**src/rtl/usb_rx_consts.svh**
```systemverilog
`ifndef USB_RX_CONSTS_SVH
`define USB_RX_CONSTS_SVH

// ulpi data bus and usb byte width
`define USB_BYTE_W 8

// token crc polynomial x^5 + x^2 + 1
// register starts at all ones and is shifted msb out
`define USB_CRC5_POLY 5'b00101

// remainder left after a token and its inverted crc5 went through
`define USB_CRC5_RESIDUE 5'b01100

// data crc polynomial x^16 + x^15 + x^2 + 1
`define USB_CRC16_POLY 16'h8005

// remainder of a good data packet including its crc16 bytes
`define USB_CRC16_RESIDUE 16'h800d

// endpoint field of a token, 16 endpoints
`define USB_EP_W 4

`endif

```
**src/rtl/usb_rx_pkg.sv**
```systemverilog
`include "usb_rx_consts.svh"

package usb_rx_pkg;

  // pid codes as they appear in the low nibble of the pid byte
  typedef enum logic [3:0] {
    PID_OUT   = 4'b0001,
    PID_IN    = 4'b1001,
    PID_SOF   = 4'b0101,
    PID_SETUP = 4'b1101,
    PID_DATA0 = 4'b0011,
    PID_DATA1 = 4'b1011,
    PID_ACK   = 4'b0010,
    PID_NAK   = 4'b1010,
    PID_STALL = 4'b1110
  } usb_pid_e;

  // packet kind is pid[1:0] directly
  typedef enum logic [1:0] {
    KIND_SPECIAL = 2'b00,
    KIND_TOKEN   = 2'b01,
    KIND_HSK     = 2'b10,
    KIND_DATA    = 2'b11
  } usb_kind_e;

  // capture stage output
  typedef struct packed {
    logic                   valid;
    logic [`USB_BYTE_W-1:0] data;
    logic                   first;  // pid byte
    logic                   last;
  } rx_byte_t;

  // pid stage output, every byte tagged
  typedef struct packed {
    logic                   valid;
    logic [`USB_BYTE_W-1:0] data;
    logic                   first;
    logic                   last;
    usb_pid_e               pid;
    usb_kind_e              kind;
  } pid_byte_t;

  // token stage output, armed data packets only
  typedef struct packed {
    logic                   valid;
    logic [`USB_BYTE_W-1:0] data;
    logic                   first;
    logic                   last;
    logic [`USB_EP_W-1:0]   endpt;  // from the OUT token
  } data_byte_t;

endpackage

```
**src/rtl/ulpi_rx_capture.sv**
```systemverilog
`include "usb_rx_consts.svh"

module ulpi_rx_capture (
  input  logic                   clock,
  input  logic                   areset_n,
  input  logic                   ulpi_dir_i,
  input  logic                   ulpi_nxt_i,
  input  logic [`USB_BYTE_W-1:0] ulpi_data_i,
  output usb_rx_pkg::rx_byte_t   byte_o
);

  logic                   dir_q;         // dir one cycle back, marks turnaround
  logic                   hold_vld_q;    // a data byte is in hand
  logic                   hold_first_q;
  logic [`USB_BYTE_W-1:0] hold_data_q;
  logic                   first_pend_q;  // next data byte opens a packet
  logic                   rx_data;
  logic                   rx_cmd;
  logic                   rx_end;

  // turnaround cycle has dir high but dir_q low, so it is ignored
  assign rx_data = ulpi_dir_i & dir_q & ulpi_nxt_i;
  assign rx_cmd  = ulpi_dir_i & dir_q & ~ulpi_nxt_i;  // rx cmd byte on the bus

  // packet over when the phy gives the bus back or RxActive (bit 4) clears
  assign rx_end = (dir_q & ~ulpi_dir_i) | (rx_cmd & ~ulpi_data_i[4]);

  always_ff @(posedge clock or negedge areset_n) begin
    if (!areset_n) begin
      dir_q        <= 1'b0;
      hold_vld_q   <= 1'b0;
      hold_first_q <= 1'b0;
      first_pend_q <= 1'b1;
      byte_o       <= '0;
    end else begin
      dir_q        <= ulpi_dir_i;
      byte_o.valid <= 1'b0;  // strobe
      byte_o.last  <= 1'b0;
      if (rx_data) begin
        // new byte pushes the held one out
        if (hold_vld_q) begin
          byte_o.valid <= 1'b1;
          byte_o.data  <= hold_data_q;
          byte_o.first <= hold_first_q;
        end
        hold_vld_q   <= 1'b1;
        hold_first_q <= first_pend_q;
        first_pend_q <= 1'b0;
      end else if (rx_end) begin
        // flush the held byte as the packet's last
        if (hold_vld_q) begin
          byte_o.valid <= 1'b1;
          byte_o.data  <= hold_data_q;
          byte_o.first <= hold_first_q;
          byte_o.last  <= 1'b1;
        end
        hold_vld_q   <= 1'b0;
        first_pend_q <= 1'b1;
      end
    end
  end

  always_ff @(posedge clock) begin
    if (rx_data) begin
      hold_data_q <= ulpi_data_i;
    end
  end

  // phy must not signal nxt while it turns the bus around
  a_no_nxt_in_turnaround : assert property (
    @(posedge clock) disable iff (!areset_n)
    (ulpi_dir_i && !$past(ulpi_dir_i)) |-> !ulpi_nxt_i
  ) else $error("ulpi nxt high in turnaround cycle");

endmodule

```
**src/rtl/ulpi_usb_rx.sv**
```systemverilog
`include "usb_rx_consts.svh"

module ulpi_usb_rx (
  input  logic                   clock,
  input  logic                   areset_n,
  input  logic [6:0]             dev_addr_i,
  // ulpi receive side
  input  logic                   ulpi_dir_i,
  input  logic                   ulpi_nxt_i,
  input  logic [`USB_BYTE_W-1:0] ulpi_data_i,
  // bulk out payload stream
  output logic                   m_axis_tvalid_o,
  input  logic                   m_axis_tready_i,
  output logic                   m_axis_tlast_o,
  output logic [`USB_BYTE_W-1:0] m_axis_tdata_o,
  output logic                   blk_start_o,
  output logic [`USB_EP_W-1:0]   blk_endpt_o,
  // status
  output logic                   sof_o,
  output logic [10:0]            sof_frame_o,
  output logic                   pid_err_o,
  output logic                   crc_err_o,
  output logic                   overflow_o
);

  import usb_rx_pkg::*;

  rx_byte_t   rx_byte;      // capture to pid stage
  pid_byte_t  pid_byte;     // pid to token stage
  data_byte_t data_byte;    // token stage to sink
  logic       tok_crc_err;  // crc5
  logic       blk_crc_err;  // crc16

  ulpi_rx_capture u_capture (
    .clock       (clock),
    .areset_n    (areset_n),
    .ulpi_dir_i  (ulpi_dir_i),
    .ulpi_nxt_i  (ulpi_nxt_i),
    .ulpi_data_i (ulpi_data_i),
    .byte_o      (rx_byte)
  );

  usb_pid_decode u_pid (
    .clock     (clock),
    .areset_n  (areset_n),
    .byte_i    (rx_byte),
    .pid_o     (pid_byte),
    .pid_err_o (pid_err_o)
  );

  usb_token_check u_token (
    .clock       (clock),
    .areset_n    (areset_n),
    .dev_addr_i  (dev_addr_i),
    .pid_i       (pid_byte),
    .data_o      (data_byte),
    .sof_o       (sof_o),
    .sof_frame_o (sof_frame_o),
    .crc_err_o   (tok_crc_err)
  );

  usb_bulk_out_sink u_sink (
    .clock           (clock),
    .areset_n        (areset_n),
    .data_i          (data_byte),
    .m_axis_tvalid_o (m_axis_tvalid_o),
    .m_axis_tready_i (m_axis_tready_i),
    .m_axis_tlast_o  (m_axis_tlast_o),
    .m_axis_tdata_o  (m_axis_tdata_o),
    .blk_start_o     (blk_start_o),
    .blk_endpt_o     (blk_endpt_o),
    .crc_err_o       (blk_crc_err),
    .overflow_o      (overflow_o)
  );

  // token and data crc errors never fall in the same cycle
  assign crc_err_o = tok_crc_err | blk_crc_err;

endmodule

```
**src/rtl/usb_bulk_out_sink.sv**
```systemverilog
`include "usb_rx_consts.svh"

module usb_bulk_out_sink (
  input  logic                   clock,
  input  logic                   areset_n,
  input  usb_rx_pkg::data_byte_t data_i,
  output logic                   m_axis_tvalid_o,
  input  logic                   m_axis_tready_i,
  output logic                   m_axis_tlast_o,
  output logic [`USB_BYTE_W-1:0] m_axis_tdata_o,
  output logic                   blk_start_o,
  output logic [`USB_EP_W-1:0]   blk_endpt_o,
  output logic                   crc_err_o,
  output logic                   overflow_o
);

  logic [15:0]            crc16_q;
  logic [15:0]            crc16_nxt;
  logic [`USB_BYTE_W-1:0] win0_q;        // older byte of the window
  logic [`USB_BYTE_W-1:0] win1_q;
  logic [1:0]             fill_q;        // bytes in the window
  logic                   start_pend_q;  // first beat of packet not yet sent
  logic                   body;          // byte after the pid
  logic                   beat;

  function automatic logic [15:0] crc16_byte(input logic [15:0] crc, input logic [7:0] b);
    logic [15:0] c;
    int          i;
    c = crc;
    for (i = 0; i < 8; i++) begin
      if (c[15] ^ b[i])
        c = {c[14:0], 1'b0} ^ `USB_CRC16_POLY;
      else
        c = {c[14:0], 1'b0};
    end
    return c;
  endfunction

  assign body      = data_i.valid & ~data_i.first;
  assign beat      = body & (fill_q == 2'd2);  // full window means oldest byte is payload
  assign crc16_nxt = crc16_byte(crc16_q, data_i.data);

  always_ff @(posedge clock or negedge areset_n) begin
    if (!areset_n) begin
      crc16_q         <= '1;
      fill_q          <= 2'd0;
      start_pend_q    <= 1'b0;
      m_axis_tvalid_o <= 1'b0;
      m_axis_tlast_o  <= 1'b0;
      blk_start_o     <= 1'b0;
      blk_endpt_o     <= '0;
      crc_err_o       <= 1'b0;
      overflow_o      <= 1'b0;
    end else begin
      if (data_i.valid && data_i.first) begin
        crc16_q      <= '1;  // pid byte is not covered
        fill_q       <= 2'd0;
        start_pend_q <= 1'b1;
      end else if (body) begin
        crc16_q <= crc16_nxt;
        if (data_i.last) fill_q <= 2'd0;  // window left holding the crc
        else if (fill_q != 2'd2) fill_q <= fill_q + 2'd1;
        if (beat) start_pend_q <= 1'b0;
      end

      m_axis_tvalid_o <= beat;
      m_axis_tlast_o  <= beat & data_i.last;
      blk_start_o     <= beat & start_pend_q;
      if (beat && start_pend_q) blk_endpt_o <= data_i.endpt;

      // pid-only data packet is malformed too
      crc_err_o <= data_i.valid & data_i.last &
                   (data_i.first | (crc16_nxt != `USB_CRC16_RESIDUE));

      if (m_axis_tvalid_o && !m_axis_tready_i) overflow_o <= 1'b1;  // sticky
    end
  end

  always_ff @(posedge clock) begin
    if (body) begin
      win0_q <= win1_q;
      win1_q <= data_i.data;
    end
    if (beat) m_axis_tdata_o <= win0_q;
  end

  // tlast rides on a beat and closes the packet so no beat follows at once
  a_tlast_with_tvalid : assert property (
    @(posedge clock) disable iff (!areset_n)
    m_axis_tlast_o |-> m_axis_tvalid_o ##1 !m_axis_tvalid_o
  ) else $error("tlast without tvalid or beat right after packet end");

endmodule

```
**src/rtl/usb_pid_decode.sv**
```systemverilog
`include "usb_rx_consts.svh"

module usb_pid_decode (
  input  logic                  clock,
  input  logic                  areset_n,
  input  usb_rx_pkg::rx_byte_t  byte_i,
  output usb_rx_pkg::pid_byte_t pid_o,
  output logic                  pid_err_o
);

  import usb_rx_pkg::*;

  logic      pass_q;    // current packet had a good pid
  usb_pid_e  pid_q;     // tag for the rest of the packet
  usb_kind_e kind_q;
  logic      pid_ok;
  usb_pid_e  pid_now;
  usb_kind_e kind_now;

  // high nibble carries the inverted pid
  assign pid_ok = (byte_i.data[7:4] == ~byte_i.data[3:0]);

  // reserved codes pass through as raw values
  assign pid_now  = usb_pid_e'(byte_i.data[3:0]);
  assign kind_now = usb_kind_e'(byte_i.data[1:0]);

  always_ff @(posedge clock or negedge areset_n) begin
    if (!areset_n) begin
      pass_q    <= 1'b0;
      pid_q     <= PID_OUT;
      kind_q    <= KIND_SPECIAL;
      pid_o     <= '0;
      pid_err_o <= 1'b0;
    end else begin
      pid_o.valid <= 1'b0;
      pid_err_o   <= 1'b0;

      if (byte_i.valid) begin
        pid_o.data  <= byte_i.data;
        pid_o.first <= byte_i.first;
        pid_o.last  <= byte_i.last;
      end

      if (byte_i.valid && byte_i.first) begin
        pid_o.valid <= pid_ok;
        pid_o.pid   <= pid_now;
        pid_o.kind  <= kind_now;
        pid_q       <= pid_now;
        kind_q      <= kind_now;
        pid_err_o   <= ~pid_ok;             // one pulse per bad packet
        pass_q      <= pid_ok & ~byte_i.last;  // pid-only packets close here
      end else if (byte_i.valid) begin
        pid_o.valid <= pass_q;  // bad pid swallows the whole packet
        pid_o.pid   <= pid_q;
        pid_o.kind  <= kind_q;
        if (byte_i.last) begin
          pass_q <= 1'b0;
        end
      end
    end
  end

endmodule

```
**src/rtl/usb_token_check.sv**
```systemverilog
`include "usb_rx_consts.svh"

module usb_token_check (
  input  logic                   clock,
  input  logic                   areset_n,
  input  logic [6:0]             dev_addr_i,
  input  usb_rx_pkg::pid_byte_t  pid_i,
  output usb_rx_pkg::data_byte_t data_o,
  output logic                   sof_o,
  output logic [10:0]            sof_frame_o,
  output logic                   crc_err_o
);

  import usb_rx_pkg::*;

  logic [4:0]             crc5_q;
  logic [4:0]             crc5_nxt;
  logic [1:0]             cnt_q;     // token bytes seen after the pid
  logic [`USB_BYTE_W-1:0] tok_lo_q;  // addr and endp[0], or frame[7:0]
  logic                   armed_q;
  logic [`USB_EP_W-1:0]   endpt_q;
  logic                   tok_byte;
  logic                   tok_end;
  logic                   tok_good;
  logic                   arm_hit;

  // serial crc5 with bits entering lsb first
  function automatic logic [4:0] crc5_byte(input logic [4:0] crc, input logic [7:0] b);
    logic [4:0] c;
    int         i;
    c = crc;
    for (i = 0; i < 8; i++) begin
      if (c[4] ^ b[i])
        c = {c[3:0], 1'b0} ^ `USB_CRC5_POLY;
      else
        c = {c[3:0], 1'b0};
    end
    return c;
  endfunction

  assign tok_byte = pid_i.valid & (pid_i.kind == KIND_TOKEN) & ~pid_i.first;
  assign tok_end  = pid_i.valid & (pid_i.kind == KIND_TOKEN) & pid_i.last;
  assign crc5_nxt = crc5_byte(crc5_q, pid_i.data);

  // pid plus exactly two field bytes and a clean remainder
  assign tok_good = tok_end & ~pid_i.first & (cnt_q == 2'd1) &
                    (crc5_nxt == `USB_CRC5_RESIDUE);
  assign arm_hit  = tok_good & (pid_i.pid == PID_OUT) & (tok_lo_q[6:0] == dev_addr_i);

  always_ff @(posedge clock or negedge areset_n) begin
    if (!areset_n) begin
      crc5_q      <= '1;
      cnt_q       <= 2'd0;
      tok_lo_q    <= '0;
      armed_q     <= 1'b0;
      endpt_q     <= '0;
      data_o      <= '0;
      sof_o       <= 1'b0;
      sof_frame_o <= '0;
      crc_err_o   <= 1'b0;
    end else begin
      if (pid_i.valid && pid_i.first) begin
        crc5_q <= '1;
        cnt_q  <= 2'd0;
      end else if (tok_byte) begin
        crc5_q <= crc5_nxt;
        if (cnt_q != 2'd3) cnt_q <= cnt_q + 2'd1;  // saturate on long tokens
        if (cnt_q == 2'd0) tok_lo_q <= pid_i.data;
      end

      // arm lasts until the end of the next packet
      if (pid_i.valid && pid_i.last) begin
        armed_q <= arm_hit;
      end
      if (arm_hit) endpt_q <= {pid_i.data[2:0], tok_lo_q[7]};

      crc_err_o <= tok_end & ~tok_good;  // also catches short tokens
      sof_o     <= tok_good & (pid_i.pid == PID_SOF);
      if (tok_good && pid_i.pid == PID_SOF) sof_frame_o <= {pid_i.data[2:0], tok_lo_q};

      data_o.valid <= pid_i.valid & (pid_i.kind == KIND_DATA) & armed_q;
      data_o.data  <= pid_i.data;
      data_o.first <= pid_i.first;
      data_o.last  <= pid_i.last;
      data_o.endpt <= endpt_q;
    end
  end

  // bytes inside a forwarded packet still see the arm held
  a_fwd_only_armed : assert property (
    @(posedge clock) disable iff (!areset_n)
    data_o.valid && !data_o.last |-> armed_q
  ) else $error("data byte forwarded after the arm dropped");

endmodule

```
**config.mk**
```make
export PLATFORM = sky130hd
export DESIGN_NAME = ulpi_usb_rx
export DESIGN_NICKNAME = d
export VERILOG_FILES = /design/src/rtl/usb_rx_pkg.sv /design/src/rtl/ulpi_rx_capture.sv /design/src/rtl/ulpi_usb_rx.sv /design/src/rtl/usb_bulk_out_sink.sv /design/src/rtl/usb_pid_decode.sv /design/src/rtl/usb_token_check.sv
export VERILOG_INCLUDE_DIRS = /design/src /design/src/rtl
export SDC_FILE = /design/constraint.sdc
export NUM_CORES = 1
export LEC_CHECK = 0
export BUFFER_PORTS_ARGS = -buffer_cell sky130_fd_sc_hd__buf_2
export CAP_MARGIN = 5
export CORE_UTILIZATION = 45
export CTS_CLUSTER_SIZE = 28
export DETAILED_ROUTE_END_ITERATION = 8
export GPL_ROUTABILITY_DRIVEN = 0
export PLACE_DENSITY_LB_ADDON = 0.12
export SLEW_MARGIN = 20
export SYNTH_ARGS = -nofsm -noshare
export SYNTH_HDL_FRONTEND = slang
export SYNTH_HIERARCHICAL = 1
export SYNTH_SLANG_ARGS = --single-unit
```
**constraint.sdc**
```tcl
create_clock -name clock -period 2.8 [get_ports clock]
set_input_delay 0.28 -clock clock [delete_from_list [all_inputs] [get_ports clock]]
set_output_delay 0.28 -clock clock [all_outputs]
set_load 0.03 [all_outputs]
```
---- Yosys cells after proc, flatten, opt, wreduce, memory -nomap -nowiden ----
Cells that the tools add are included.
storage, ports and cells
  bits in registers ....................... 148
  bits of input ports ..................... 20
  logic and storage cells ................. 197
operators by class
  reductions and logical operators ........ 23
  equal/unequal tests ..................... 12
  $add $sub $neg .......................... 2
  mux-type cells .......................... 47
  bitwise gates (word level) .............. 69
operators by type and width
  operator                                                               number
  16-bit 2-to-1 mux                                                      10
  1-bit AND                                                              24
  3-bit 2-to-1 mux                                                       8
  3-bit NOT                                                              8
  11-bit 2-to-1 mux                                                      2
  10-bit 2-to-1 mux                                                      2
  16-bit inequality test, second input constant                          1
  2-bit NOT                                                              8
  1-bit bitwise XOR                                                      16
  1-bit 2-to-1 mux                                                       14
  2-bit 2-to-1 mux                                                       7
  2-bit nonzero test                                                     7
  6-bit 2-to-1 mux                                                       2
  5-bit 2-to-1 mux                                                       2
  2-bit AND reduction                                                    5
  1-bit NOT                                                              9
  7-bit equality test                                                    1
  1-bit logical AND                                                      7
  5-bit by 4-bit equality test with 1-bit output, second input constant  1
  2-bit by 1-bit adder with 2-bit output, second input constant          2
  2-bit by 1-bit equality test with 1-bit output, second input constant  2
  2-bit equality test, second input constant                             2
  4-bit by 1-bit equality test with 1-bit output, second input constant  1
  4-bit by 3-bit equality test with 1-bit output, second input constant  1
  other kinds (8)                                                        11

---- Longest topological paths before layout ----
  depth after elaboration ................. 20
  gate-level depth with buffers ........... 7

---- Cells and area by module ----
Netlist, hierarchy kept.
by module, submodules not included
  module             cells an instance  area an instance (µm²)  instances
  usb_token_check    141                2072.0                  1
  usb_bulk_out_sink  144                2065.7                  1
  usb_pid_decode     73                 955.9                   1
  ulpi_rx_capture    48                 822.0                   1
  ulpi_usb_rx        1                  6.3                     1

---- Least setup slack after synthesis ----
Ideal clock, no wire load.
  path kind ............................... flip-flop to flip-flop
  from .................................... reg u_token.crc5_q[2]
  to ...................................... reg u_token.endpt_q[0]
  slack ................................... 0.771 ns
  cell stages (with the launch flop) ...... 7
  arrival ................................. 1.904 ns
  buffers on the path ..................... 1
  cells stage by stage .................... dfstp_2 xnor3_1 nor3_2 o2111a_2 and4_1 buf_6 mux2_4
between the ends
  cells in the longest elaborated chain, start to end .. 11
  elaborated cells between the ends (all ways) .. 15
  classes of those cells .................. 1 x eq/ne; 6 x mux; 8 x bitwise
ends and longest elaborated chain
  element                                                         RTL line               RTL
  from (decl)                                                     usb_token_check.sv:16  logic [4:0] crc5_q;
  from (signal assigned)                                          usb_token_check.sv:66  crc5_q <= crc5_nxt;
  1-bit bitwise XOR *                                             usb_token_check.sv:33  if (c[4] ^ b[i])
  3-bit 2-to-1 mux *                                              usb_token_check.sv:33
  3-bit 2-to-1 mux / 1-bit bitwise XOR (equally long branches)    usb_token_check.sv:33
  2-bit NOT (no line) / 3-bit 2-to-1 mux (equally long branches)  n/a
  3-bit 2-to-1 mux                                                usb_token_check.sv:33
  1-bit bitwise XOR / 2-bit NOT (equally long branches)           n/a
  3-bit 2-to-1 mux                                                usb_token_check.sv:33
  5-bit by 4-bit equality test with 1-bit output (no line) *      n/a
  1-bit AND *                                                     usb_token_check.sv:46  assign tok_good = tok_end & ~pid_i.first & (cnt_q == 2'd1) &
  1-bit AND * (2 in a row)                                        usb_token_check.sv:48  assign arm_hit = tok_good & (pid_i.pid == PID_OUT) & (tok_lo_q[6:0] == dev_addr_i);
  to (signal assigned)                                            usb_token_check.sv:75  if (arm_hit) endpt_q <= {pid_i.data[2:0], tok_lo_q[7]};
  to (decl)                                                       usb_token_check.sv:21  logic [`USB_EP_W-1:0] endpt_q;
Every way passes the cells marked *; elsewhere a longest branch is shown, timed or not.
A chain may end at the register's enable or synchronous reset.

---- Worst setup path after layout ----
  from .................................... reg u_pid/pid_o[10] (netlist name)
  to ...................................... reg u_token.sof_frame_o[6]
between the ends
  cells in the longest elaborated chain, start to end .. 10
  elaborated cells between the ends (all ways) .. 14
  classes of those cells .................. 1 x eq/ne; 6 x mux; 6 x bitwise; 1 x reduce/logical
ends and longest elaborated chain
  element                                                         RTL line               RTL
  from (decl)                                                     usb_pid_decode.sv:7    output usb_rx_pkg::pid_byte_t pid_o,
  1-bit bitwise XOR *                                             usb_token_check.sv:33
  3-bit 2-to-1 mux *                                              usb_token_check.sv:33
  3-bit 2-to-1 mux / 1-bit bitwise XOR (equally long branches)    usb_token_check.sv:33
  2-bit NOT (no line) / 3-bit 2-to-1 mux (equally long branches)  n/a
  3-bit 2-to-1 mux                                                usb_token_check.sv:33
  1-bit bitwise XOR / 2-bit NOT (equally long branches)           n/a
  3-bit 2-to-1 mux                                                usb_token_check.sv:33
  5-bit by 4-bit equality test with 1-bit output (no line) *      n/a
  1-bit AND *                                                     usb_token_check.sv:46
  1-bit logical AND *                                             usb_token_check.sv:79  if (tok_good && pid_i.pid == PID_SOF) sof_frame_o <= {pid_i.data[2:0], tok_lo_q};
  to (signal assigned)                                            usb_token_check.sv:79
  to (decl)                                                       usb_token_check.sv:10  output logic [10:0] sof_frame_o,
Marked as above.

==> flow_summary.ini <==
[detailed_routing]
routed_wl_um = 10500
wl_per_cell_um = 16.1
drtPass1Iterations = 4
vias_per_cell = 5.00
drt_iter0_drc = 205
drc = 0
ant_nets = 0
via_count = 3271

[clocking]
ctsHoldBuffers = 1
clk_latency_ns = 0.42
cts_tree = done
cts.sinks = 146
post_cts_buffers = 0
clk_pin_slew_worst_paths_ns = 0.06
root_buffer = clkbuf_16
numCtsBuffers = 17
clock_path_buffers = 2
cts_max_level = 4
cts_resized = 0

[place]
port_buffers = 49
hpwl_um = 7250
postPlaceCellArea_sq_mm = 0.00636

[timing]
slew_viol_final = 0
grt_setup_unrepaired = no
worst_pin_slew_ns = 0.560
min_period_ns = 2.34
max-slew-margin-rel_pct = 62.6
setup_viol_count_final = 0
totalNegativeSetupSlack_ns = 0
final.period_utilization_pct = 83.5
skew_ns = 0.0119
hold_viol_final = 0
max_freq_mhz = 428

[cells_and_area]
drive_gt1_share_pct = 35.1
syn2layout_area_growth_pct = 17.5
finalInstanceArea_sq_mm = 0.00696
diodes = 0
final_nets = 493

[yosys]
yosysTopAreaCell = dfrtp_1
synth_most_common_cell = dfrtp_1
synth.distinct_cells = 55
avgSynthCellArea_sq_um = 14.6
yosys_warnings = 6
ys_seq_elements = 146
synthArstFlopShare_pct = 78.1
synthesis.area_sq_mm = 0.00592
synth.area.top_cells = dfrtp_1, edfxtp_1, dfstp_2
syn_inst = 407
synth_nets = 431
synthFlopType = dfrtp_1
synth_top_area_share_pct = 38.5
seq_area_frac_synth_pct = 64.9
synth_common_cells = dfrtp_1, mux2_2, edfxtp_1, nor2_1, a21oi_1
synth_edf_count = 32

[die]
die_h_um = 117
initial_utilization_pct = 46.5
io_pins = 50
fp.dieArea_sq_mm = 0.0136
row_count = 41
coreArea_sq_mm = 0.0127
die_width_um = 117

[power_and_ir_drop]
p_leak_nw = 3.16
peakVddDrop_mv = 0.562
pwr-share-seq_pct = 43.3
combPwrFrac_pct = 24.1
p_sw_w = 0.00192
power_density_mw_per_mm2 = 969
clkPwrFrac_pct = 32.6
p_int_w = 0.00481
swShare_pct = 28.6

[grt]
grt_max_degree = 79
grt_pass1_wl_um = 17300
overflow = 0
grt_usage_pct = 17.9
antenna_found_initial = 0
grt_pass1_vias = 3198

[critical_path]
critPathLaunchType = register
crit_path_end_kind = register
timing.setup.critical_path_class = register to register
crit_fanout = 11
required_ns = 3.11
critPathArrivalTime_ns = 2.64
rrSetupSlack_ns = 0.46

[run_status]
outcome = complete, no violations

[flow_run]
drv_cap = 0

[worst_hold_path]
hp-class = primary input to register
==> sequential cells by signal (all words and copies together) (netlist names), 2 cells and up <==
name / cells
u_token/cnt_q: 2
u_sink/win0_q: 8
u_pid/pid_o: 16
u_pid/pid_q: 4
u_capture/hold_data_q: 8
u_token/tok_lo_q: 8
u_token/endpt_q: 4
u_token/crc5_q: 5
u_token/data_o: 15
u_token/sof_frame_o: 11
u_sink/crc16_q: 16
u_sink/win1_q: 8
u_capture/byte_o: 11
u_sink/m_axis_tdata_o: 8
u_sink/fill_q: 2
u_sink/blk_endpt_o: 4
==> power by group through the flow <==
stage	logic, W	clock network, W	registers, W
2_1_floorplan	0.00142	0	0.00277
3_3_place_gp	0.00161	0	0.00294
3_5_place_dp	0.00161	0	0.00296
4_1_cts	0.00163	0.00225	0.00292
5_1_grt	0.00178	0.00235	0.00297
6_report	0.00162	0.00220	0.00291
==> layout make-up <==
cell class / count / area [sq um]
Multi-Input combinational cell: 236 / 1960
Timing Repair Buffer: 56 / 315
Inverter: 12 / 45.0
Tap cell: 172 / 215
Sequential cell: 146 / 3840
Fill cell: 1082 / 5770
Clock buffer: 22 / 475
Clock inverter: 10 / 106
==> per-layer routing <==
layer	GRT usage [%]	vias to the layer above	share of wire [%]
met3	5.35	13	3.2
met2	29.3	51	50
met4	8.27	0	2.0
li1	-	1557	-
met5	0	-	0
met1	21.7	1650	45
==> worst max-delay path, stage by stage (launching register included) <==
cell,delay [ns]
dfrtp_1,0.50
xnor3_1,0.52
nor3_2,0.25
o2111a_2,0.25
nand3_2,0.29
mux2_4,0.41
==> final timing paths <==
check	from	to	depth (start not counted)
setup / recovery	u_pid/pid_o[10]	u_token/sof_frame_o[6]	5
hold / removal	ulpi_data_i[5]	u_capture/hold_data_q[5]	1
setup reg to reg	u_pid/pid_o[10]	u_token/sof_frame_o[6]	5
hold reg to reg	u_sink/win1_q[3]	u_sink/win0_q[3]	0
max in group asynchronous	areset_n	u_token/crc5_q[2]	3
min in group asynchronous	areset_n	u_token/sof_frame_o[7]	2
==> cell families after synthesis <==
kind of cell | after synthesis | synth area share (%)
xor gates and xnor gates | 51 | 9.11
DFF | 146 | 64.9
buffers and inverters | 25 | 2.07
adders and majority gates | 4 | 0.845
AOI/OAI and AO/OA | 50 | 5.16
muxes | 55 | 10.8
and+or+nand+nor | 76 | 7.16
==> per-stage QoR <==
stage,total power (W),util (%),setup WS (ns),hold WS [ns],std cells
after CTS,0.00681,54.7,0.452,0.0161,654
after floorplan,0.00420,-,0.771,-0.0156,407
final,0.00674,54.7,0.462,0.0382,654
after detailed placement,0.00457,50.0,0.448,0.297,621
after global placement,0.00455,50.0,0.559,0.295,621
after global routing,0.00710,54.7,0.337,0.0138,654
==> cell usage in the layout (no fill, tap or decap), types with 4 or more instances in the layout <==
cell type,netlist,final
xor2_1,22,22
inv_1,12,12
xnor2_1,22,22
dfrtp_1,91,91
mux2_2,42,42
nand2_1,10,10
mux2_4,7,7
buf_2,2,48
o21ai_0,7,7
buf_4,3,6
nor2_1,32,32
edfxtp_1,32,32
xnor3_1,4,4
clkinv_2,0,5
nor4_1,4,4
mux2i_1,6,6
a21oi_1,27,27
clkbuf_16,0,18
dfstp_2,23,23
ha_1,4,4
Power figures use the tool's default switching activity.
